[config.mk]
export PLATFORM = sky130hd
export DESIGN_NAME = lru_select
export DESIGN_NICKNAME = d
export VERILOG_FILES = /design/src/dcache_pkg.sv /design/src/lru_select.sv
export SDC_FILE = /design/constraint.sdc
export NUM_CORES = 1
export LEC_CHECK = 0
export BUFFER_PORTS_ARGS = -buffer_cell sky130_fd_sc_hd__buf_2
export CAP_MARGIN = 20
export CORE_UTILIZATION = 48
export DETAILED_ROUTE_END_ITERATION = 8
export GPL_ROUTABILITY_DRIVEN = 0
export PLACE_DENSITY_LB_ADDON = 0.05
export SYNTH_ARGS = -nofsm -noshare
export SYNTH_HDL_FRONTEND = slang
export SYNTH_SLANG_ARGS = --single-unit
[constraint.sdc]
create_clock -name vclk -period 6.8
set_clock_uncertainty 0.15 [all_clocks]
set_input_delay 1.02 -clock vclk [all_inputs]
set_output_delay 1.02 -clock vclk [all_outputs]
set_load 0.02 [all_outputs]
[src/dcache_pkg.sv]
package dcache_pkg;

  // Address and data geometry
  localparam int addr_w         = 32;
  localparam int word_w         = 32;
  localparam int offset_w       = 5;    // Byte offset inside a 32-byte line
  localparam int words_per_line = 8;
  localparam int line_w         = 256;  // words_per_line * word_w

  // LRU last-hit timestamp width
  localparam int stamp_w = 32;

  // Burst length field for a whole line, beats minus one
  localparam logic [7:0] burst_len_line = 8'd7;

  // Controller states
  typedef enum logic [2:0] {
    idle,        // Lookup of a new request
    write_hit,   // Merge write data, ack the CPU
    read_hit,    // Capture read word, ack the CPU
    send_rsp,    // Hold the response until taken
    wb_req,      // Write-back address phase
    wb_data,     // Write-back beats
    refill_req,  // Refill address phase
    refill       // Refill beats
  } cache_state_e;

endpackage

[src/lru_select.sv]
`timescale 1ns/1ps

module lru_select import dcache_pkg::*; #(
  parameter int num_ways = 6,
  localparam int way_w   = $clog2(num_ways),
  localparam int leaves  = 2 ** way_w
) (
  input  logic [stamp_w-1:0] last_hit [num_ways],
  output logic [way_w-1:0]   victim
);

  // Heap-ordered tree, node n has children 2n+1 and 2n+2
  logic [stamp_w-1:0] node_val [2*leaves-1];
  logic [way_w-1:0]   node_idx [2*leaves-1];

  always_comb begin
    // Leaves, unused slots padded with the largest stamp
    for (int i = 0; i < leaves; i++) begin
      if (i < num_ways) begin
        node_val[leaves-1+i] = last_hit[i];
      end else begin
        node_val[leaves-1+i] = '1;
      end
      node_idx[leaves-1+i] = way_w'(i);
    end
    // Pairwise minimum, left child holds the lower ways so it wins ties
    for (int n = leaves - 2; n >= 0; n--) begin
      if (node_val[2*n+1] <= node_val[2*n+2]) begin
        node_val[n] = node_val[2*n+1];
        node_idx[n] = node_idx[2*n+1];
      end else begin
        node_val[n] = node_val[2*n+2];
        node_idx[n] = node_idx[2*n+2];
      end
    end
  end

  assign victim = node_idx[0];  // Root carries the oldest way

endmodule

==> results <==
- The flow ran to the end, but the final reports show violations.
- The final reports fail on setup timing.
- The power per unit of standard cell area is 114 mW/mm².
- The average instance in the mapped netlist occupies around 8.0 µm².
- The net count after synthesis is 1027.
- The number of antenna violations at the first check in global routing came to 0.
- The number of primary I/O pins is 195.
- The critical path arrival is 6.87 ns.
- The relative area change from synthesis to final layout is 60.7%.
- The x dimension of the die is 108 µm.
- Setup repair after global routing could not meet its margin everywhere.
- The total setup violations reported at the end of the flow is 3.
- The clock buffer count in the final layout is 0.
- After floorplanning, the core was divided into 38 placement rows.
- The effective utilization at floorplan is approximately half.
- Of the available clock period, the critical path in the final layout requires 118%.
- The via count of the first global-routing pass is 6638.
- The count of inserted antenna diode cells is 0.
- Summing the sequential cell areas from Yosys gives 0% of the chip area.
- The hold violation total from the final report is 0.
- For this run, design rule violations remaining after detail routing come to 0.
- The worst setup margin is -1.24 ns.
- Derived from the worst setup path, the maximum achievable clock frequency is 124 MHz.
- The post-route minimum period is 8.04 ns.
- The first-iteration detailed-routing DRC count is 231.
- The slowest cell on the critical path is or4_4.
- Global routing used 57.6% of the available met2 tracks.
- The yosys synthesis warning count is 0.
- STA classifies the critical path startpoint as an input pin.
- In the layout the commonest cells are 177 x buf_2, 176 x buf_4, 140 x ha_1.
- The global-route met3 utilization is about 4.2%.
- Headroom to the max-slew limit came out at 64.7%.
- The number of non-filler instances in the completed layout is 1185.
- STA puts the critical path data required time at 5.63 ns.
- The max-slew violation count is 0.
- The storage element area is 0 µm².
- Summed over all layers, the global routing overflow is 0.
- In this run, post-CTS hold repair placed 0 buffers.
- The final routed wire length divided by cell count is between 15 and 20 µm.
- The post-route netlist has 45.8% of its cells at a drive strength greater than 1.
- The number of placed instances with taps included is ~1.2k.
- The number of unique standard cell types used by synthesis is 47.
- The total of max-cap violations is 0.
- The detail route stage leaves a number of antenna-violating nets equal to 0.
- At the pin with the least slew margin, the transition time is 0.514 ns.
- Summing over every cut layer, the via total after detailed routing is approximately 6.4k.
- In the final design database the tool counted 1399 nets.
- The via-per-instance ratio is around 5.4.
- In this run the tool buffered the top-level ports with between 150 and 200 buffer cells.
- Following the worst setup path forward leads to its endpoint at victim[0].
- The static leakage is approximately 5 nW.
- The most heavily used metal layer in global routing is met2.
- The estimated wirelength of the detail-placed design is 15700 µm.
- The tightest hold path in the finished design has a slack of roughly 2.8 ns.
- In this run the standard cell core region covers about 0.011 mm².
- The total wire length is 18500 µm.
- The type of the worst setup path is input pin to output pin.
- The global-route wire length before repair is 28900 µm.
- There are 0 flip-flops and latches.
- Entering global routing, the biggest net connects 22 pins.
- The type of the most critical hold path is input pin to output pin.
- The peak supply drop is 0.107 mV.
- The minimum setup slack after placement is -1.60 ns.
- The overall global routing resource usage is approximately 31%.
- The combined area of all synthesized cells is between 0.005 and 0.006 mm².
- Counting every instance in the synthesized netlist gives 675.
- In this run the worst path has a maximum fanout of 8.
- The cell count of the worst hold path is 9.
- Global routing consumed, on the met1 layer, 35.8% of the routing resources.
- The die boundary height is 108 µm.
- The critical path launch point is last_hit[168].
- STA classifies the critical path endpoint as an output pin.
- In this design, the stage delay of the slowest critical-path cell is 0.50 ns.
- The most common cell after layout, fill and taps aside is buf_2.
- The pre-antenna-repair detailed-routing pass consisted of 7 iterations.
- The die area is 0.0117 mm².
==> per-layer routing <==
metal / vias to the layer above / routed length, µm
met4: 0 / 471
li1: 3211 / -
met5: - / 0
met3: 45 / 1140
met2: 195 / 9280
met1: 2970 / 7610
==> cell usage after synthesis (2+ instances only) <==
| cell type | number | area, µm² |
|---|---|---|
| and4_1 | 6 | 52.6 |
| nor3_1 | 4 | 20.0 |
| nand2_1 | 29 | 109 |
| buf_8 | 3 | 45.0 |
| a211oi_1 | 3 | 22.5 |
| o21ai_1 | 2 | 10.0 |
| mux2i_1 | 127 | 1270 |
| o211ai_1 | 4 | 30.0 |
| o21ai_4 | 2 | 32.5 |
| a221o_1 | 3 | 30.0 |
| inv_1 | 133 | 499 |
| nor2_1 | 11 | 41.3 |
| nand4_1 | 31 | 194 |
| a221oi_1 | 7 | 61.3 |
| ha_1 | 160 | 2000 |
| o22ai_1 | 2 | 12.5 |
| o31a_1 | 3 | 26.3 |
| a21oi_1 | 50 | 250 |
| nor4_1 | 4 | 25.0 |
| o21ai_0 | 18 | 90.1 |
| a2111oi_0 | 2 | 17.5 |
| or3_1 | 2 | 12.5 |
| a21o_1 | 18 | 135 |
| o31ai_1 | 2 | 15.0 |
| nor2b_1 | 7 | 43.8 |
| nand3_1 | 12 | 60.1 |
| nand2b_1 | 2 | 12.5 |
| buf_6 | 9 | 101 |
==> critical path, delay by kind of cell <==
| family | cells | cell delay (ns) |
|---|---|---|
| AND/OR/NAND/NOR | 7 | 1.84 |
| AO/OA/AOI/OAI | 9 | 1.47 |
| buffers and inverters | 7 | 1.11 |
| adder cells (fa/ha/maj) | 3 | 0.79 |
| multiplexers | 3 | 0.63 |
==> what timing repair did <==
item | 4_1_cts | 5_1_grt
cloned | 1 | 1
buffers inserted | 11 | 8
pin swaps | 31 | 31
resized for setup | 80 | 58
setup endpoints to repair | 3 | 3
==> logic make-up (layout without fill, tap and decap cells) <==
logic type      count (synthesis)  count (layout)  synth area share, %
compound gates                124             124                 15.1
fa+ha+maj                     160             160                 37.0
buf+inv                       145             515                 11.9
mux                           130             130                 24.2
simple gates                  116             116                 11.7
==> worst min path at each step <==
stage,from,to,slack (ns)
after floorplan,last_hit[15],victim[2],2.48
after global placement,last_hit[31],victim[1],2.83
after detailed placement,last_hit[31],victim[2],2.85
after CTS,last_hit[31],victim[1],2.84
after global routing,last_hit[23],victim[1],2.88
final,last_hit[23],victim[1],2.82
==> power breakdown <==
part           total (mW)  switching [mW]  leakage, nW  internal (mW)
Clock                   0               0            0              0
Combinational       0.987           0.468         5.05          0.519
Sequential              0               0            0              0
==> area by class of cell <==
cell class	instances	area [µm²]
tap	140	175
inverter	133	514
fill	746	2200
timing repair buffer	382	2620
multi-input combinational	530	5380
==> per-stage QoR <==
stage	total power [mW]	instance area (µm²)	TNS, ns	util (%)
after global routing	1.08	8690	-4.25	79.8
after detailed placement	0.837	7890	-4.53	72.4
after floorplan	0.495	5530	-1.34	-
after global placement	0.801	7890	-3.96	72.4
final	0.987	8690	-3.59	79.8
after CTS	0.911	8370	-3.46	76.9
(Power assumes the default switching activity.)
