### config.mk
export PLATFORM = sky130hd
export DESIGN_NAME = dcache_way
export DESIGN_NICKNAME = d
export VERILOG_FILES = /design/src/dcache_pkg.sv /design/src/dcache_way.sv
export SDC_FILE = /design/constraint.sdc
export NUM_CORES = 2
export LEC_CHECK = 0
export ABC_CLOCK_PERIOD_IN_PS = 74600
export BUFFER_PORTS_ARGS = -buffer_cell sky130_fd_sc_hd__buf_2
export CORE_MARGIN = 4
export CORE_UTILIZATION = 45
export DETAILED_ROUTE_END_ITERATION = 16
export GPL_TIMING_DRIVEN = 1
export HOLD_SLACK_MARGIN = 0.08
export SLEW_MARGIN = 30
export SYNTH_ARGS = -nofsm -noshare
export SYNTH_HDL_FRONTEND = slang
export SYNTH_SLANG_ARGS = --single-unit
### constraint.sdc
create_clock -name clk -period 74.6 [get_ports clk]
set_input_delay 14.92 -clock clk [delete_from_list [all_inputs] [get_ports clk]]
set_output_delay 14.92 -clock clk [all_outputs]
set_load 0.005 [all_outputs]
### src/dcache_pkg.sv
package dcache_pkg;

  // Address and data geometry
  localparam int addr_w         = 32;
  localparam int word_w         = 32;
  localparam int offset_w       = 5;    // Byte offset inside a 32-byte line
  localparam int words_per_line = 8;
  localparam int line_w         = 256;  // words_per_line * word_w

  // LRU last-hit timestamp width
  localparam int stamp_w = 32;

  // Burst length field for a whole line, beats minus one
  localparam logic [7:0] burst_len_line = 8'd7;

  // Controller states
  typedef enum logic [2:0] {
    idle,        // Lookup of a new request
    write_hit,   // Merge write data, ack the CPU
    read_hit,    // Capture read word, ack the CPU
    send_rsp,    // Hold the response until taken
    wb_req,      // Write-back address phase
    wb_data,     // Write-back beats
    refill_req,  // Refill address phase
    refill       // Refill beats
  } cache_state_e;

endpackage

### src/dcache_way.sv
`timescale 1ns/1ps

module dcache_way import dcache_pkg::*; #(
  parameter int num_sets = 8,
  localparam int index_w = $clog2(num_sets),
  localparam int tag_w   = addr_w - offset_w - index_w,
  localparam int sel_w   = $clog2(words_per_line)
) (
  input  logic                  clk,
  input  logic                  rst,
  input  logic [index_w-1:0]    index,
  input  logic [tag_w-1:0]      tag,
  input  logic [sel_w-1:0]      word_sel,
  input  logic [word_w-1:0]     wdata,
  input  logic [word_w/8-1:0]   wstrb,
  input  logic                  hit_wen,      // CPU write merge
  input  logic                  refill_wen,   // One refill beat
  input  logic [word_w-1:0]     refill_data,
  input  logic                  stamp_wen,
  input  logic [stamp_w-1:0]    stamp,
  output logic                  hit,
  output logic                  dirty,
  output logic [tag_w-1:0]      line_tag,
  output logic [line_w-1:0]     line,
  output logic [stamp_w-1:0]    last_hit
);

  logic [num_sets-1:0] valid_q;
  logic [num_sets-1:0] dirty_q;
  logic [tag_w-1:0]    tag_q   [num_sets];
  logic [line_w-1:0]   line_q  [num_sets];
  logic [stamp_w-1:0]  stamp_q [num_sets];
  logic [line_w-1:0]   merged;               // Line with the strobed word replaced

  assign hit      = valid_q[index] && (tag_q[index] == tag);
  assign dirty    = dirty_q[index];
  assign line_tag = tag_q[index];
  assign line     = line_q[index];
  assign last_hit = stamp_q[index];

  // Byte merge under the write strobe
  always_comb begin
    merged = line_q[index];
    for (int b = 0; b < word_w / 8; b++) begin
      if (wstrb[b]) begin
        merged[word_sel * word_w + b * 8 +: 8] = wdata[b * 8 +: 8];
      end
    end
  end

  always_ff @(posedge clk) begin
    if (rst) begin
      valid_q <= '0;
      dirty_q <= '0;
      for (int s = 0; s < num_sets; s++) begin
        stamp_q[s] <= '0;  // Never-hit lines look oldest
      end
    end else begin
      if (refill_wen) begin
        valid_q[index] <= 1'b1;
        dirty_q[index] <= 1'b0;  // Fresh copy of memory
      end else if (hit_wen) begin
        dirty_q[index] <= 1'b1;
      end
      if (stamp_wen) stamp_q[index] <= stamp;
    end
  end

  // Tag and data storage
  always_ff @(posedge clk) begin
    if (refill_wen) begin
      tag_q[index]  <= tag;
      line_q[index] <= {refill_data, line_q[index][line_w-1:word_w]};  // Beat enters at top
    end else if (hit_wen) begin
      line_q[index] <= merged;
    end
  end

endmodule

==> key figures <==
Logic synthesis
  – Synthesized area per cell: 15.82 µm²
  – Xor-xnor portion of the synthesized cell area: 0.1203%
  – Main combinational cell family by area after synthesis: compound AO/OA/AOI/OAI gates
  – Flops & latches, synth: 2,512
  – Arithmetic-cell share of the synthesized area counting full adders, half adders and majority gates: 0.08591%
  – Post-synth EDFFs: 2,496
  – Leading post-synthesis cells by cell area: edfxtp_1, mux2i_1, a221oi_1
  – Dominant cell type by area after synthesis: edfxtp_1
  – Yosys warnings: 0
  – Synthesized area: 102,000 µm²
  – Number of distinct library cells after synthesis: 68
  – Ys async rst share: 0%
  – Prevailing post-synth register cell: edfxtp_1
  – Compound-cell area share of the yosys netlist: 10.56%
  – Share of the synthesized area in the top cell type: 73.52%
  – Proportion of synthesized area in mux cells: 7.064%
  – Count of mapped cells out of synthesis: 6,443
  – Synthesized Nets: 6,585
  – Post-synthesis share of cell area spent on and, or, nand and nor gates: 5.940%
  – Sequential area share after synthesis: 73.83%

Critical path
  – Critical Path RT: 59.68 ns
  – Critical Setup Path Class: primary input to output port
  – Peak fanout along the critical path: 79
  – Worst path cell trace: buf_8 -> buf_4 -> buf_12 -> buf_4 -> buf_4 -> and3b_4 -> buf_4 -> buf_4 -> a222oi_1 -> a21boi_0 -> buf_4 -> inv_1 -> buf_2
  – Cell repeated most along the worst path: buf_4
  – Total buffers and inverters traversed by the critical path: 10
  – WP depth: 13
  – Delay of the slowest critical-path stage: 0.73 ns
  – Slowest cell on crit path: buf_4
  – Critical Path Sink Type: output port
  – Kind of cell adding the most delay to the critical path: buffers and inverters
  – Depth of the worst register-to-register path: 6
  – Arrival time at the worst endpoint: 21.12 ns
  – Crit start category: primary input

Placed design
  – Post-Place Cell Area: 107,800 µm²
  – Detailed placer's ending HPWL: 237.8 mm
  – # port buffers: 448
  – Last weighted congestion value of the routability-driven placer: 0.9547

Pwr
  – Worst VDD drop: 0.02117 mV
  – Cell area power density: 28.11 nW/µm²
  – Leakage: 38.85 nW
  – Total power after layout: 0.003268 W

Job
  – Max capacitance violation total: 0

CTS
  – Post-cts gate resize count: 0
  – Cell chosen for the clock root: clkbuf_16
  – Register clock-pin slew on the reported worst setup and hold paths: 0.06 ns
  – CTS sink cnt: 2,512
  – CTS Buf Count: 282
  – TritonCTS clock tree: yes
  – Buffers from clock root to sink, at most: 4
  – H-tree depth: 5
  – Cts hold-fix bufs: 0
  – Clock insertion delay at the later pin of the skew report: 0.95 ns
  – Post-CTS Repair Setup Buffers: 0

Drt
  – Wire length per cell: 38.96 µm
  – Antenna Violating Nets Remaining: 0
  – Vias/cell: 6.646
  – Number of optimization iterations in the first detailed-route pass: 9
  – Total via count after detailed routing: 67.28k
  – Aggregate routed wire length: 394.5 mm
  – Detailed router's first-iteration violation count: 11.22k
  – DRC Markers: 0

Floorplan
  – Die extent in y: 484.0 µm
  – Initial core utilization: 45.29%
  – Die Span X: 484.0 µm
  – CORE AREA: 225,100 µm²
  – Area of the die: 234,200 µm²
  – Standard-cell row count: 174
  – Number of top-level pins: 449

STA
  – Setup repair after global routing missed its margin: false
  – Setup TNS after final layout: 0 ns
  – Worst slew pin tran: 1.189 ns
  – Count of pins over their slew limit: 0
  – Achievable frequency: 27.75 MHz
  – Setup Viol. Count Final: 0
  – Tcrit/Tclk final: 48.31%
  – Post-Route Skew: 0.05642 ns
  – Max_slew headroom: 20.15%
  – Number of endpoints with negative hold slack in the final report: 0
  – Post-route minimum period: 36.04 ns

Global routing
  – Total routing usage reported by global routing: 32.92%
  – Global-route congestion overflow total: 0
  – Antenna violations before repair: 56
  – Number of global-route vias before repair: 63.34k
  – Maximum number of pins on one net before global-route repair: 122
  – Wire length of the first global-routing pass: 536.6 mm

Worst hold path
  – Worst hold-check path type: register to register
  – Cell count of the worst hold path: 2

Finish
  – Layout cell share with drive strength beyond 1: 19.41%
  – Multi-input logic area: 24,660 µm²
  – Number of fill cells in the layout: 18.78k
  – Storage cell area: 75,270 µm²
  – Cell area after layout: 116,200 µm²
  – Layout Area Growth over Synthesis: 14.02%
  – Layout Nets: 7,044

Status
  – Status: finished, final reports clean
==> area by class of cell <==
cell class                 instances  share of cell area [%]
tap                             2992                   3.220
multi-input combinational       3402                   21.21
clock buffer                     369                   6.524
timing repair buffer             644                   3.416
sequential                      2512                   64.75
inverter                          60                  0.2056
clock inverter                   103                  0.5823
antenna                           42                 0.09041
==> layer usage <==
layer	share of wire [%]	track usage [%]
met1	36	43.75
met2	43	47.13
met3	14	10.89
met4	7.3	19.65
met5	0.025	0
==> placed cells by master (no fill, tap or decap), types with 45 or more instances in the layout <==
master / synthesis / final
edfxtp_1: 2496 / 2496
buf_2: 143 / 450
nor2_1: 394 / 375
nand2_1: 363 / 363
a21oi_1: 334 / 327
clkbuf_16: 0 / 290
mux2i_1: 268 / 268
and2_1: 270 / 266
a221oi_1: 266 / 260
a22oi_1: 221 / 221
mux2_2: 187 / 187
o21ai_0: 189 / 175
buf_4: 45 / 165
mux4_2: 103 / 103
nand3_1: 89 / 84
clkbuf_1: 225 / 76
a22o_1: 64 / 64
a221o_1: 60 / 60
clkinv_1: 0 / 60
inv_1: 56 / 55
o2bb2ai_1: 54 / 54
o221ai_1: 57 / 52
a211oi_1: 53 / 51
o21ai_1: 32 / 45
==> through the flow <==
step | hold WS (ns) | worst slack [ns] | utilization (%) | instances
5_1_grt | 0.4959 | 38.55 | 51.61 | 10100
3_5_place_dp | 0.4578 | 38.64 | 47.88 | 9606
2_1_floorplan | 0.4348 | 40.08 | - | 6443
4_1_cts | 0.4713 | 38.63 | 51.55 | 10080
6_report | 0.4726 | 38.56 | 51.64 | 10120
3_3_place_gp | 0.4435 | 38.67 | 47.78 | 9595
==> cells in the mapped netlist (64+ instances only) <==
master,instances
and2_1,270
mux2i_1,268
a21oi_1,334
nor2_1,394
buf_2,143
nand2_1,363
a221oi_1,266
edfxtp_1,2496
a22oi_1,221
mux2_2,187
clkbuf_1,225
a22o_1,64
mux4_2,103
o21ai_0,189
nand3_1,89
==> path summary, 6_finish.rpt <==
check / startpoint / slack, ns / endpoint
min: valid_q[7] / 0.47 / valid_q[7]
max: index[2] / 38.56 / line[191]
min reg2reg: valid_q[7] / 0.47 / valid_q[7]
max reg2reg: line_q[6][202] / 71.69 / line_q[2][202]
==> worst reg2reg max path: cells and delay by family (launching register included) <==
| family | cells | cell delay (ns) |
|---|---|---|
| muxes | 1 | 0.27 |
| AOI/OAI and AO/OA | 4 | 1.64 |
| DFF | 1 | 0.36 |
| buffers and inverters | 1 | 0.26 |
==> power breakdown <==
part           internal [W]  switching, W
registers           0.00163     0.0000117
clock network      0.000738      0.000547
logic             0.0000806      0.000255
==> cells by family after synthesis <==
group / Yosys count
compound gates: 1526
buf+inv: 529
mux: 566
xor+xnor: 14
simple gates: 1289
flops: 2512
fa+ha+maj: 7
==> sequential cells by signal (all words and copies together), names as in the netlist, named ones only <==
register,flops
stamp_q,256
line_q,2048
valid_q,8
tag_q,192
(Power assumes the default switching activity.)
