$ cat config.mk
export PLATFORM = sky130hd
export DESIGN_NAME = dcache_ctrl
export DESIGN_NICKNAME = d
export VERILOG_FILES = /design/src/dcache_pkg.sv /design/src/dcache_ctrl.sv
export SDC_FILE = /design/constraint.sdc
export NUM_CORES = 1
export LEC_CHECK = 0
export ABC_CLOCK_PERIOD_IN_PS = 1300
export BUFFER_PORTS_ARGS = -buffer_cell sky130_fd_sc_hd__buf_2
export CAP_MARGIN = 20
export CORE_UTILIZATION = 36
export DETAILED_ROUTE_END_ITERATION = 6
export PLACE_DENSITY = 0.78
export RECOVER_POWER = 25
export SYNTH_ARGS = -nofsm -noshare
export SYNTH_HDL_FRONTEND = slang
export SYNTH_SLANG_ARGS = --single-unit
$ cat constraint.sdc
create_clock -name clk -period 1.3 [get_ports clk]
set_input_delay 0.195 -clock clk [delete_from_list [all_inputs] [get_ports clk]]
set_output_delay 0.195 -clock clk [all_outputs]
set_load 0.03 [all_outputs]
$ cat src/dcache_pkg.sv
package dcache_pkg;

  // Address and data geometry
  localparam int addr_w         = 32;
  localparam int word_w         = 32;
  localparam int offset_w       = 5;    // Byte offset inside a 32-byte line
  localparam int words_per_line = 8;
  localparam int line_w         = 256;  // words_per_line * word_w

  // LRU last-hit timestamp width
  localparam int stamp_w = 32;

  // Burst length field for a whole line, beats minus one
  localparam logic [7:0] burst_len_line = 8'd7;

  // Controller states
  typedef enum logic [2:0] {
    idle,        // Lookup of a new request
    write_hit,   // Merge write data, ack the CPU
    read_hit,    // Capture read word, ack the CPU
    send_rsp,    // Hold the response until taken
    wb_req,      // Write-back address phase
    wb_data,     // Write-back beats
    refill_req,  // Refill address phase
    refill       // Refill beats
  } cache_state_e;

endpackage

$ cat src/dcache_ctrl.sv
`timescale 1ns/1ps

module dcache_ctrl import dcache_pkg::*; #(
  parameter int num_ways = 6,
  localparam int way_w   = $clog2(num_ways)
) (
  input  logic                clk,
  input  logic                rst,
  input  logic                req_valid,
  input  logic                req_write,
  input  logic                any_hit,
  input  logic [way_w-1:0]    hit_idx,        // Way holding the hit
  input  logic [way_w-1:0]    victim,         // LRU way of the set
  input  logic                victim_dirty,
  input  logic                rsp_ready,
  input  logic                rd_req_ready,
  input  logic                rd_rsp_valid,
  input  logic                rd_rsp_last,
  input  logic                wr_req_ready,
  input  logic                wr_data_ready,
  input  logic                beat_last,
  output cache_state_e        state,
  output logic                req_ready,
  output logic                rsp_valid,
  output logic                rd_req_valid,
  output logic                rd_rsp_ready,
  output logic                wr_req_valid,
  output logic                wr_data_valid,
  output logic                mover_load,
  output logic [num_ways-1:0] hit_write,
  output logic [num_ways-1:0] refill_write,
  output logic [num_ways-1:0] stamp_write
);

  cache_state_e state_next;
  logic         lookup_hit;   // Hit seen during idle lookup
  logic         refill_beat;  // Beat taken from memory
  logic         refill_done;

  assign lookup_hit  = (state == idle) && req_valid && any_hit;
  assign refill_beat = (state == refill) && rd_rsp_valid;
  assign refill_done = refill_beat && rd_rsp_last;

  always_ff @(posedge clk) begin
    if (rst) begin
      state <= idle;
    end else begin
      state <= state_next;
    end
  end

  always_comb begin
    state_next = state;
    unique case (state)
      idle: begin
        if (req_valid) begin
          if (any_hit) begin
            state_next = req_write ? write_hit : read_hit;
          end else begin
            state_next = victim_dirty ? wb_req : refill_req;  // Dirty victim goes out first
          end
        end
      end
      write_hit:  state_next = idle;
      read_hit:   state_next = send_rsp;
      send_rsp:   if (rsp_ready) state_next = idle;
      wb_req:     if (wr_req_ready) state_next = wb_data;
      wb_data:    if (wr_data_ready && beat_last) state_next = refill_req;
      refill_req: if (rd_req_ready) state_next = refill;
      refill: begin
        if (refill_done) state_next = req_write ? write_hit : read_hit;  // Replay as a hit
      end
      default:    state_next = idle;
    endcase
  end

  // Handshakes follow the state alone
  assign req_ready     = (state == write_hit) || (state == read_hit);
  assign rsp_valid     = (state == send_rsp);
  assign rd_req_valid  = (state == refill_req);
  assign rd_rsp_ready  = (state == refill);
  assign wr_req_valid  = (state == wb_req);
  assign wr_data_valid = (state == wb_data);
  assign mover_load    = (state == wb_req);  // Victim stable until the burst ends

  // Per-way enables
  always_comb begin
    for (int w = 0; w < num_ways; w++) begin
      hit_write[w]    = (state == write_hit) && any_hit && (hit_idx == way_w'(w));
      refill_write[w] = refill_beat && (victim == way_w'(w));
      // Stamp on a lookup hit, and on refill so the new line is not the next victim
      stamp_write[w]  = (lookup_hit && (hit_idx == way_w'(w))) ||
                        (refill_done && (victim == way_w'(w)));
    end
  end

endmodule

==> results.cfg, run 1 <==
[logic_synthesis]
synth_edf_count = 0
synthFlopType = dfxtp_1
ys.warnings.count = 0
synthTopCellsByArea = dfxtp_1 12%, nor2_1 12%, nand2b_1 6.1%, o22ai_1 4.9%, nand2_1 4.4%
synth_top_area_share_pct = 11.8
ys_types = 32
async_flop_share_pct = 0
synth-seq-area-share_pct = 11.8
synth.most_common_cell = nor2_1
synth-seq-cells = 3
yosys.area.top_type = dfxtp_1
synth_common_cells = 16 x nor2_1, 6 x nand2_1, 5 x nand2b_1
synthCells = 76
synth_nets = 95
synth_area_um2 = 509
syn_area_per_cell_um2 = 6.70

[placement]
portBuffers = 46
placed_area_um2 = 1060
hpwl_mm = 1.47
place.gp.congestion = 0.783

[cts]
root_buffer = clkbuf_4
hold_buffers = 0
cts_buffers = 3
cts-resized-gates = 58
ctsHtreeMaxLevel = 1
cts_sinks = 3
cts_setup_buffers = 3
clock_path_buffers = 2

[floorplan]
initial_core_util_pct = 39.1
die_y_um = 39.6
row_count = 13
io_pins = 47
die_width_um = 39.6

[status]
status = stopped before the end
haltStage = 4_1_cts
error = [ERROR DPL-0033] detailed placement checks failed during check placement.
==> cell families after synthesis <==
group | Yosys count | share of synthesized area, %
mux | 1 | 1.97
buf+inv | 5 | 6.63
xor+xnor | 1 | 1.72
flops | 3 | 11.8
simple gates | 49 | 53.8
compound gates | 17 | 24.1
==> through the flow <==
step	setup WS [ns]	hold slack, ns	instances	utilization [%]
global placement	-0.105	0.380	152	81.3
detailed placement	-0.143	0.380	152	81.3
floorplan	-0.369	0.254	76	-
==> run 2: changes to the inputs <==
CORE_AREA = 2 2 63 65   (was not set)
CORE_UTILIZATION = not set   (was 36)
DIE_AREA = 0 0 65 67   (was not set)
PLACE_DENSITY = not set   (was 0.78)
PLACE_DENSITY_LB_ADDON = 0.15   (was not set)
==> run 2 against run 1 <==
The flow now finishes, with violations (negative setup slack). Synthesized cell count did not move. Area after synthesis unchanged.
==> results.cfg, run 2 <==
[sta]
rsz0062_at_grt = true
clock.fmax_ghz = 0.640
period_needed_ns = 1.56
setup_viol = 24
tightest_slew_ns = 0.391
layout_setup_ws_ns = -0.263
drv_slew = 0
finalHoldViolCount = 0
relSlewSlack_pct = 73.9
clock-skew-final_ns = 0.000149
final.period_utilization_pct = 120
holdWs_ns = 0.187

[global_route]
grt_pass1_vias = 825
grtUsageTotal_pct = 11.0
antenna_found_initial = 0
overflow = 0
grt_pass1_wl_mm = 3.71
grt_max_degree = 15

[hold_path]
hold_path_end = state[0]$_SDFFE_PP0P_
holdPathStages = 2
hold_start = rst
min_path_type = in2reg

[status]
status = finished with violations
violations = negative setup slack

[floorplan]
die_width_um = 65
initial_core_util_pct = 14.1
row_count = 22
io_pins = 47
core_area_um2 = 3610
die-area_um2 = 4360
die_y_um = 67

[route]
dr.pass1.iters = 2
wl_per_cell_um = 11.8
vias_per_cell = 4.22
initialDrtViolationCount = 10
routed_wl_mm = 2.33
postRouteAntennaNets = 0
drc = 0
vias = 831

[logic_synthesis]
synth_mux_area_share_pct = 1.97
synth_common_cells = 16 x nor2_1, 6 x nand2_1, 5 x nand2b_1
ys_types = 32
synth-seq-area-share_pct = 11.8
synth-adder-area-share_pct = 0
syn_area_per_cell_um2 = 6.70
synth_area_um2 = 509
synth-compound-area-share_pct = 24.1
synth_top_area_share_pct = 11.8
synthTopCellsByArea = dfxtp_1 12%, nor2_1 12%, nand2b_1 6.1%, o22ai_1 4.9%, nand2_1 4.4%
yosys.area.top_type = dfxtp_1
synth_top_family_by_area = simple AND/OR/NAND/NOR gates
synth_edf_count = 0
synthXorXnorAreaFrac_pct = 1.72
synthCells = 76
synth.most_common_cell = nor2_1
async_flop_share_pct = 0
synth-seq-cells = 3
synth_nets = 95
synth-simple-area-share_pct = 53.8
ys.warnings.count = 0
synthFlopType = dfxtp_1

[cts]
clock_path_buffers = 2
ctsHtreeMaxLevel = 1
clk_pin_slew_ns = 0.03
hold_buffers = 0
cts_tree = done
root_buffer = clkbuf_8
cts_sinks = 3
cts_buffers = 3
clk_latency_ns = 0.21

[setup_path]
ff2ff_setup_slack_ns = -0.04
r2r_start = state[0]$_SDFFE_PP0P_
rr_endpoint = state[1]$_SDFFE_PP0P_
critPathLaunchType = flip-flop
critPathKind = reg2out
arrival_ns = 1.37
required_ns = 1.11
path_max_fanout = 4
reg2reg_depth = 6
endpoint_kind = output pin

[finish]
fin_nets = 169
largest_register = state
final_common_cell = buf_6
postLayoutCellArea_um2 = 1500
drive_above_1_share_pct = 79.2
fin_util_pct = 41.5
top_regs = state: 3 flops
fill_cells = 367
antennaDiodeCount = 0
largest_reg_flops = 3
syn_to_final_growth_pct = 194
final_cell_mix = 30 x buf_6, 21 x buf_4, 19 x buf_2

[placement]
place.gp.congestion = 0.738
pre_cts_ws_ns = -0.137
hpwl_mm = 1.77
placed_area_um2 = 1090
portBuffers = 46

[power]
power_density_nw_per_um2 = 838
leakage_uw = 0.000590
peakVddDrop_v = 0.000383

[flow_run]
max_cap_viol_count = 0
[run 2: cell counts after synthesis]
Identical to the previous run, type by type.
[run 2: layer usage]
metal	wire length (um)	GRT usage [%]	vias to the layer above	part of all wire (%)
li1	-	-	424	-
met1	993	13.2	386	43
met2	1270	20.1	19	54
met3	48	0.507	2	2.1
met4	19	4.79	0	0.82
met5	0	0	-	0
[run 2: how the worst max path moves through the flow]
stage | startpoint | to | slack (ns) | depth (start not counted)
3_3_place_gp | state[0]$_SDFFE_PP0P_ | stamp_write[0] | -0.14 | 4
2_1_floorplan | state[2]$_SDFFE_PP0P_ | stamp_write[3] | -0.37 | 5
4_1_cts | state[2]$_SDFFE_PP0P_ | stamp_write[1] | -0.25 | 6
5_1_grt | state[2]$_SDFFE_PP0P_ | stamp_write[1] | -0.34 | 6
3_5_place_dp | state[0]$_SDFFE_PP0P_ | stamp_write[0] | -0.14 | 4
6_report | state[0]$_SDFFE_PP0P_ | stamp_write[0] | -0.26 | 4
[run 2: layout make-up]
cell class,instances,area (um2),share of cell area (%)
Timing Repair Buffer,74,646,43.2
Multi-Input combinational cell,68,673,45.0
Clock buffer,4,45.0,3.01
Sequential cell,3,71.3,4.77
Tap cell,48,60.1,4.02
[run 2: what timing repair did]
item | CTS | global route
pin swaps | 6 | 13
resized for setup | 63 | 17
setup buffers | 6 | 3
endpoints found under the setup margin | 25 | 28
[run 2: metrics by stage]
| stage | instances | total power, uW | TNS, ns |
|---|---|---|---|
| detailed placement | 184 | 706 | -1.29 |
| global route | 197 | 1330 | -5.63 |
| floorplan | 76 | 519 | -4.37 |
| CTS | 194 | 1160 | -3.94 |
| finish | 197 | 1250 | -3.80 |
| global placement | 184 | 705 | -1.22 |
[run 2: cell families after synthesis]
family	after synthesis
flops	3
compound gates	17
simple gates	49
buf+inv	5
xor+xnor	1
mux	1
[run 2: worst max-delay path, cell delays in order (launching register included)]
cell,delay [ns]
dfxtp_4,0.35
nor2_4,0.12
nand4b_1,0.23
o32ai_4,0.28
buf_6,0.17
[run 2: report_power, final]
part / switching, uW / internal, uW
sequential: 33.9 / 121
combinational: 410 / 420
clock: 59.2 / 209
total: 503 / 750
Power figures use the tool's default switching activity.
