**src/dcache_pkg.sv**
```systemverilog
package dcache_pkg;

  // Address and data geometry
  localparam int addr_w         = 32;
  localparam int word_w         = 32;
  localparam int offset_w       = 5;    // Byte offset inside a 32-byte line
  localparam int words_per_line = 8;
  localparam int line_w         = 256;  // words_per_line * word_w

  // LRU last-hit timestamp width
  localparam int stamp_w = 32;

  // Burst length field for a whole line, beats minus one
  localparam logic [7:0] burst_len_line = 8'd7;

  // Controller states
  typedef enum logic [2:0] {
    idle,        // Lookup of a new request
    write_hit,   // Merge write data, ack the CPU
    read_hit,    // Capture read word, ack the CPU
    send_rsp,    // Hold the response until taken
    wb_req,      // Write-back address phase
    wb_data,     // Write-back beats
    refill_req,  // Refill address phase
    refill       // Refill beats
  } cache_state_e;

endpackage

```
**src/line_mover.sv**
```systemverilog
`timescale 1ns/1ps

module line_mover import dcache_pkg::*; #(
  localparam int beat_w = $clog2(words_per_line)
) (
  input  logic              clk,
  input  logic              rst,
  input  logic              load,         // Capture victim line
  input  logic [line_w-1:0] victim_line,
  input  logic              beat_ready,   // Beat accepted by memory
  output logic [word_w-1:0] beat_data,
  output logic              beat_last
);

  logic [line_w-1:0] shift_q;  // Remaining words, lowest goes out first
  logic [beat_w-1:0] beat_q;   // Beats already accepted

  always_ff @(posedge clk) begin
    if (load) begin
      shift_q <= victim_line;
    end else if (beat_ready) begin
      shift_q <= {{word_w{1'b0}}, shift_q[line_w-1:word_w]};
    end
  end

  always_ff @(posedge clk) begin
    if (rst || load) begin
      beat_q <= '0;
    end else if (beat_ready) begin
      beat_q <= beat_q + 1'b1;  // Wraps after the eighth beat
    end
  end

  assign beat_data = shift_q[word_w-1:0];
  assign beat_last = (beat_q == beat_w'(words_per_line - 1));

endmodule

```
**config.mk**
```make
export PLATFORM = sky130hd
export DESIGN_NAME = line_mover
export DESIGN_NICKNAME = d
export VERILOG_FILES = /design/src/dcache_pkg.sv /design/src/line_mover.sv
export SDC_FILE = /design/constraint.sdc
export NUM_CORES = 1
export LEC_CHECK = 0
export ABC_CLOCK_PERIOD_IN_PS = 4900
export BUFFER_PORTS_ARGS = -buffer_cell sky130_fd_sc_hd__buf_2
export CELL_PAD_IN_SITES_DETAIL_PLACEMENT = 1
export CELL_PAD_IN_SITES_GLOBAL_PLACEMENT = 2
export CORE_MARGIN = 3
export CORE_UTILIZATION = 39
export DETAILED_ROUTE_END_ITERATION = 16
export GPL_TIMING_DRIVEN = 1
export MAX_ROUTING_LAYER = met4
export PLACE_DENSITY = 0.89
export REMOVE_ABC_BUFFERS = 1
export SLEW_MARGIN = 40
export SYNTH_ARGS = -nofsm -noshare
export SYNTH_HDL_FRONTEND = slang
export SYNTH_SLANG_ARGS = --single-unit
```
**constraint.sdc**
```tcl
create_clock -name clk -period 4.9 [get_ports clk]
set_input_delay 0.49 -clock clk [delete_from_list [all_inputs] [get_ports clk]]
set_output_delay 0.49 -clock clk [all_outputs]
set_load 0.005 [all_outputs]
```
==> results.ini, run 1 <==
[run_status]
status = finished clean

[logic_synthesis]
synth_edf_count = 256
ys_types = 14
synth.most_common_cell = edfxtp_1
ys_seq_area_frac = 0.664
synthFlopType = edfxtp_1
synth_commonest_cells = edfxtp_1, mux2_4, mux2_2
ys_seq_elements = 259
syn_area_mm2 = 0.0117
synth_top_area_frac = 0.659
synthCells = 585
synth_warnings = 0
synth_top_area_cell = edfxtp_1
synth_area_leaders = edfxtp_1, mux2_4, mux2_2
syn_avg_cell_area_um2 = 19.9
synth-async-reset-ratio = 0

[sta]
worstMarginPinSlew_ns = 0.829
finalMaxSlewViolations = 0
rsz0062_at_grt = false
tns_ns = 0
setup_viol = 0
fin_worst_skew_ns = 0.00643
slew_headroom = 0.447
hold_viol = 0
fmax_mhz = 503
finalCritPeriodShare = 0.405
min_period_ns = 1.99

[cts]
cts_resized = 0
clockBufferDepth = 3
cts_max_level = 1
cts_buffers = 29
insertion_delay_ns = 0.52
path_clk_slew_ns = 0.06
cts_tree = built
root_buffer = clkbuf_16
hold_buffers = 0
cts_setup_buffers = 0
clock-sinks = 259

[grt]
grt-busiest-layer = met2
grt_pass1_wl_um = 36000
grt_max_degree = 121
grt_overflow = 0
grt_use_met3 = 0.0271
antenna_found_initial = 9
grtUsageMet1 = 0.159
grt_usage = 0.152
met2_usage = 0.285
grt_pass1_vias = 6383

[critical_path]
path_cells = buf_8 -> or2_4 -> buf_16 -> buf_16 -> buf_4
crit_type = primary input to register
cp_slowest_cell = or2_4
worst_ep_arrival_time_ns = 2.17
cp_top_family = buffers and inverters
r2r_end = beat_q[2]$_SDFFE_PP0P_
path_buf_inv = 4
crit_top_cell = buf_16
end_kind = register
cp.required_ns = 5.08
ff2ff_path_depth = 4
worstPathMaxFanout = 60
cp-start-kind = primary input
r2r_slack_ns = 3.78
r2r_start = beat_q[0]$_SDFFE_PP0P_
slowest_delay_ns = 0.42

[place]
gp_congestion = 0.754
io_buffers = 292
placed_cell_area_mm2 = 0.0133
dp_hpwl_um = 18000

[pwr]
power_mw = 5.52
p_leak_nw = 6.07
ir_worst_vdd_mv = 0.173
pwr_density_cell_mw_per_mm2 = 387

[hold_path]
hold_class = primary input to register
holdCritStartpoint = rst
hold_depth = 2
hold_end = beat_q[2]$_SDFFE_PP0P_

[drt]
initialDrtViolationCount = 266
vias_per_cell = 4.57
drc = 0
drtAntennaViolNets = 0
postRouteWirelength_um = 25000
post_drt_wl_per_cell_um = 19.7
vias = 5816
first_pass_iters = 4

[layout]
layout.nets = 1120
syn_to_final_growth_pct = 22.2
fin_area_mm2 = 0.0143
fin_util = 0.490
drive_gt1_frac = 0.647

[die]
ios = 293
core_mm2 = 0.0291
die_x_um = 179
rows = 62
die_y_um = 179
die-area_mm2 = 0.0320
start_util = 0.401

[job]
maxCapViolCount = 0

[worst register-to-register path, cell delays in order, from the launching register on]
cell and delay, ns:
dfxtp_1 0.33, ha_1 0.20, ha_1 0.27, mux2i_1 0.13, nor3_1 0.05
[layout by cell type, fill, tap and decap left out]
cell         n
mux2_2      60
clkinv_2     5
mux2i_1      2
buf_2      291
buf_8        1
clkbuf_1     4
buf_16       2
and2_1      32
nor3_1       3
buf_12       3
clkbuf_16   29
mux2_4     164
bufinv_16    5
edfxtp_1   256
inv_6        1
dfxtp_1      3
clkinv_1     7
xnor2_1      1
buf_4        6
diode_2      9
or2_4        1
ha_1         2
clkinv_4     1
[cell families after synthesis]
| logic type | count (synthesis) | share of synthesized area |
|---|---|---|
| XOR/XNOR | 1 | 0.000751 |
| adder cells (fa/ha/maj) | 2 | 0.00214 |
| buffers and inverters | 61 | 0.0435 |
| flip-flops | 259 | 0.664 |
| multiplexers | 226 | 0.271 |
| AND/OR/NAND/NOR | 36 | 0.0190 |
[where the power goes]
part	internal (mW)	switching, mW
logic	0.357	0.197
registers	2.72	0.0670
clock network	1.34	0.844
total	4.41	1.11
[layout make-up]
| type | count | area (µm²) |
|---|---|---|
| fillers | 2833 | 14800 |
| flip-flops and latches | 259 | 7750 |
| multi-input cells | 265 | 3420 |
| repair buffers | 303 | 1630 |
| clock buffers | 33 | 741 |
| well taps | 384 | 480 |
| clock inverters | 19 | 219 |
| diodes | 9 | 22.5 |
[registers in the layout, summed over array words and instances (netlist names)]
signal,count
beat_q,3
shift_q,256
[through the flow]
stage	instances	setup slack [ns]	hold WS, ns
after floorplan	524	0.806	0.497
after global placement	1209	2.28	0.517
after detailed placement	1211	2.35	0.527
after CTS	1263	2.91	0.132
after global routing	1272	2.80	0.140
final	1272	2.91	0.160
[layer usage]
| metal | vias up | part of all wire |
|---|---|---|
| li1 | 2771 | - |
| met1 | 2854 | 0.35 |
| met2 | 148 | 0.57 |
| met3 | 43 | 0.050 |
| met4 | 0 | 0.030 |
| met5 | - | 0 |
[worst max path at each step]
stage | startpoint | end | cells past startpoint
2_1_floorplan | load | shift_q[0]$_DFFE_PP_ | 1
3_3_place_gp | load | shift_q[28]$_DFFE_PP_ | 3
3_5_place_dp | load | shift_q[24]$_DFFE_PP_ | 5
4_1_cts | load | shift_q[59]$_DFFE_PP_ | 5
5_1_grt | load | shift_q[124]$_DFFE_PP_ | 5
6_report | load | shift_q[59]$_DFFE_PP_ | 5
(Power assumes the default switching activity.)
==> inputs of run 2 (changes only) <==
- ABC_CLOCK_PERIOD_IN_PS: 4900 -> 2000
- clock period: 4.9 -> 2 ns (I/O delays scaled with it)
==> run 2 against run 1 <==
Net effect: the run now fails in 4_1_cts; synthesized cell count unchanged; area after synthesis unchanged.
==> results.ini, run 2 <==
[cts]
cts_setup_buffers = 0
clockBufferDepth = 3
root_buffer = clkbuf_16
cts_max_level = 1
hold_buffers = 256
clock-sinks = 259
cts_buffers = 28
cts_resized = 0

[logic_synthesis]
ys_types = 14
syn_area_mm2 = 0.0117
synthCells = 585
synth-async-reset-ratio = 0
synth_warnings = 0
ys_seq_elements = 259
synthFlopType = edfxtp_1
synth.most_common_cell = edfxtp_1
synth_commonest_cells = edfxtp_1, mux2_4, mux2_2
synth_top_area_frac = 0.659
synth_area_leaders = edfxtp_1, mux2_4, mux2_2
ys_seq_area_frac = 0.664
synth_edf_count = 256
synth_top_area_cell = edfxtp_1
syn_avg_cell_area_um2 = 19.9

[place]
pre_cts_ws_ns = 0.391
gp_congestion = 0.753
dp_hpwl_um = 18800
io_buffers = 292
placed_cell_area_mm2 = 0.0134

[die]
die_x_um = 179
start_util = 0.401
rows = 62
ios = 293
die_y_um = 179

[run_status]
haltStage = 4_1_cts
error_line = [ERROR RSZ-0060] Max buffer count reached.
status = did not finish

==> run 2: cell counts after synthesis <==
No cell type changed its count.
==> run 2: cells by family after synthesis <==
group	synth area share
xor+xnor	0.000751
flops	0.664
fa+ha+maj	0.00214
buf+inv	0.0435
simple gates	0.0190
mux	0.271
==> run 2: through the flow <==
stage / setup TNS (ns) / utilization / cells / hold WS, ns
3_5_place_dp: 0 / 0.462 / 1224 / 0.407
2_1_floorplan: -461.83 / - / 524 / 0.277
3_3_place_gp: 0 / 0.462 / 1224 / 0.405
==> inputs of run 3 (changes only) <==
- CELL_PAD_IN_SITES_DETAIL_PLACEMENT: 1 -> not set
- CELL_PAD_IN_SITES_GLOBAL_PLACEMENT: 2 -> not set
- CORE_UTILIZATION: 39 -> 36
- MAX_ROUTING_LAYER: met4 -> not set
- PLACE_DENSITY: 0.89 -> not set
- PLACE_DENSITY_LB_ADDON: not set -> 0.15
==> run 3 against run 2 <==
Net effect: the run now ends clean.
==> results.ini, run 3 (same netlist as run 1, synthesis figures left out) <==
[drt]
initialDrtViolationCount = 229
drtAntennaViolNets = 0
first_pass_iters = 4
vias = 6660
postRouteWirelength_um = 24500
drc = 0
post_drt_wl_per_cell_um = 15.8
vias_per_cell = 4.29

[pwr]
ir_worst_vdd_mv = 0.595
power_mw = 13.6
p_leak_nw = 7.18
pwr_density_cell_mw_per_mm2 = 804

[layout]
layout.nets = 1386
fin_util = 0.533
final_common_cell = buf_2
largest_reg_flops = 256
fillers = 2620
largestRegisters = shift_q (256), beat_q (3)
drive_gt1_frac = 0.503
syn_to_final_growth_pct = 44.9
fin_cells = 1552
top_register = shift_q
layout_common_cells = buf_2, dlygate4sd3_1, edfxtp_1

[sta]
min_period_ns = 1.55
fin_worst_skew_ns = 0.00724
finalCritPeriodShare = 0.777
tns_ns = 0
rsz0062_at_grt = false
finalWorstSetupSlack_ns = 0.445
slew_headroom = 0.757
hold_viol = 0
fmax_mhz = 643
finalMaxSlewViolations = 0
setup_viol = 0
worstMarginPinSlew_ns = 0.364

[critical_path]
cp-start-kind = register
r2r_start = beat_q[0]$_SDFFE_PP0P_
r2r_slack_ns = 0.88
cp.required_ns = 1.80
ff2ff_path_depth = 4
worst_ep_arrival_time_ns = 1.35
worstPathMaxFanout = 2
crit_type = register to output pin
end_kind = output pin
r2r_end = beat_q[2]$_SDFFE_PP0P_

[place]
io_buffers = 292
dp_hpwl_um = 15800
place_inst = 1238
gp_congestion = 0.717
pre_cts_ws_ns = 0.429

[hold_path]
hold_depth = 3
holdCritStartpoint = beat_ready
hold_end = beat_q[0]$_SDFFE_PP0P_
hold_class = primary input to register

[die]
die_x_um = 186
core_mm2 = 0.0317
ios = 293
die_y_um = 186
die-area_mm2 = 0.0346
rows = 65
start_util = 0.368

[grt]
grt_pass1_vias = 7236
antenna_found_initial = 2
grt_overflow = 0
grt_max_degree = 53
grt_pass1_wl_um = 37700
grt_usage = 0.138

[cts]
cts_max_level = 1
clockBufferDepth = 3
path_clk_slew_ns = 0.06
insertion_delay_ns = 0.53
cts_buffers = 29
cts_setup_buffers = 0
cts_tree = built
clock-sinks = 259
root_buffer = clkbuf_16

[job]
maxCapViolCount = 0

[run_status]
status = finished clean

## run 3: timing repair
action / 4_1_cts / 5_1_grt
hold endpoints to repair: 259 / 0
hold buffers: 257 / 0
resized for setup: 0 / 0
## run 3: final cells by class
type                    instances  area (µm²)  share of cell area
diodes                          4        10.0            0.000592
clock buffers                  47         843              0.0499
clock inverters                 6        57.6             0.00340
multi-input cells             265        3420               0.202
flip-flops and latches        259        7750               0.458
well taps                     402         503              0.0297
repair buffers                569        4330               0.256
## run 3: report_power, final
part	switching, mW	leakage, nW	internal (mW)
clock	2.02	0.439	2.99
combinational	0.553	4.08	1.22
sequential	0.149	2.66	6.65
total	2.73	7.18	10.9
## run 3: worst max path at each step
stage | start | to | slack, ns | cells after the start
after floorplan | load | shift_q[0]$_DFFE_PP_ | -1.80 | 1
after global placement | load | shift_q[222]$_DFFE_PP_ | 0.45 | 3
after detailed placement | load | shift_q[218]$_DFFE_PP_ | 0.43 | 3
after CTS | beat_q[0]$_SDFFE_PP0P_ | beat_last | 0.42 | 3
after global routing | beat_q[0]$_SDFFE_PP0P_ | beat_last | 0.38 | 3
final | beat_q[0]$_SDFFE_PP0P_ | beat_last | 0.45 | 3
## run 3: metal layers
metal  vias up  global-route usage  routed length (µm)
li1       3300                   -                   -
met1      3120               0.168                9970
met2       188               0.244               12700
met3        52              0.0260                1010
met4         0              0.0509                 811
met5         -                   0                   0
## run 3: stage by stage
stage | area [µm²] | hold slack, ns
2_1_floorplan | 11200 | 0.277
3_3_place_gp | 13400 | 0.406
3_5_place_dp | 13400 | 0.411
4_1_cts | 16900 | 0.0540
5_1_grt | 16900 | 0.0628
6_report | 16900 | 0.0771
## run 3: worst max-delay path: stages (launching register included)
cell and delay, ns:
dfxtp_1 0.32, ha_1 0.21, ha_1 0.18, buf_2 0.13
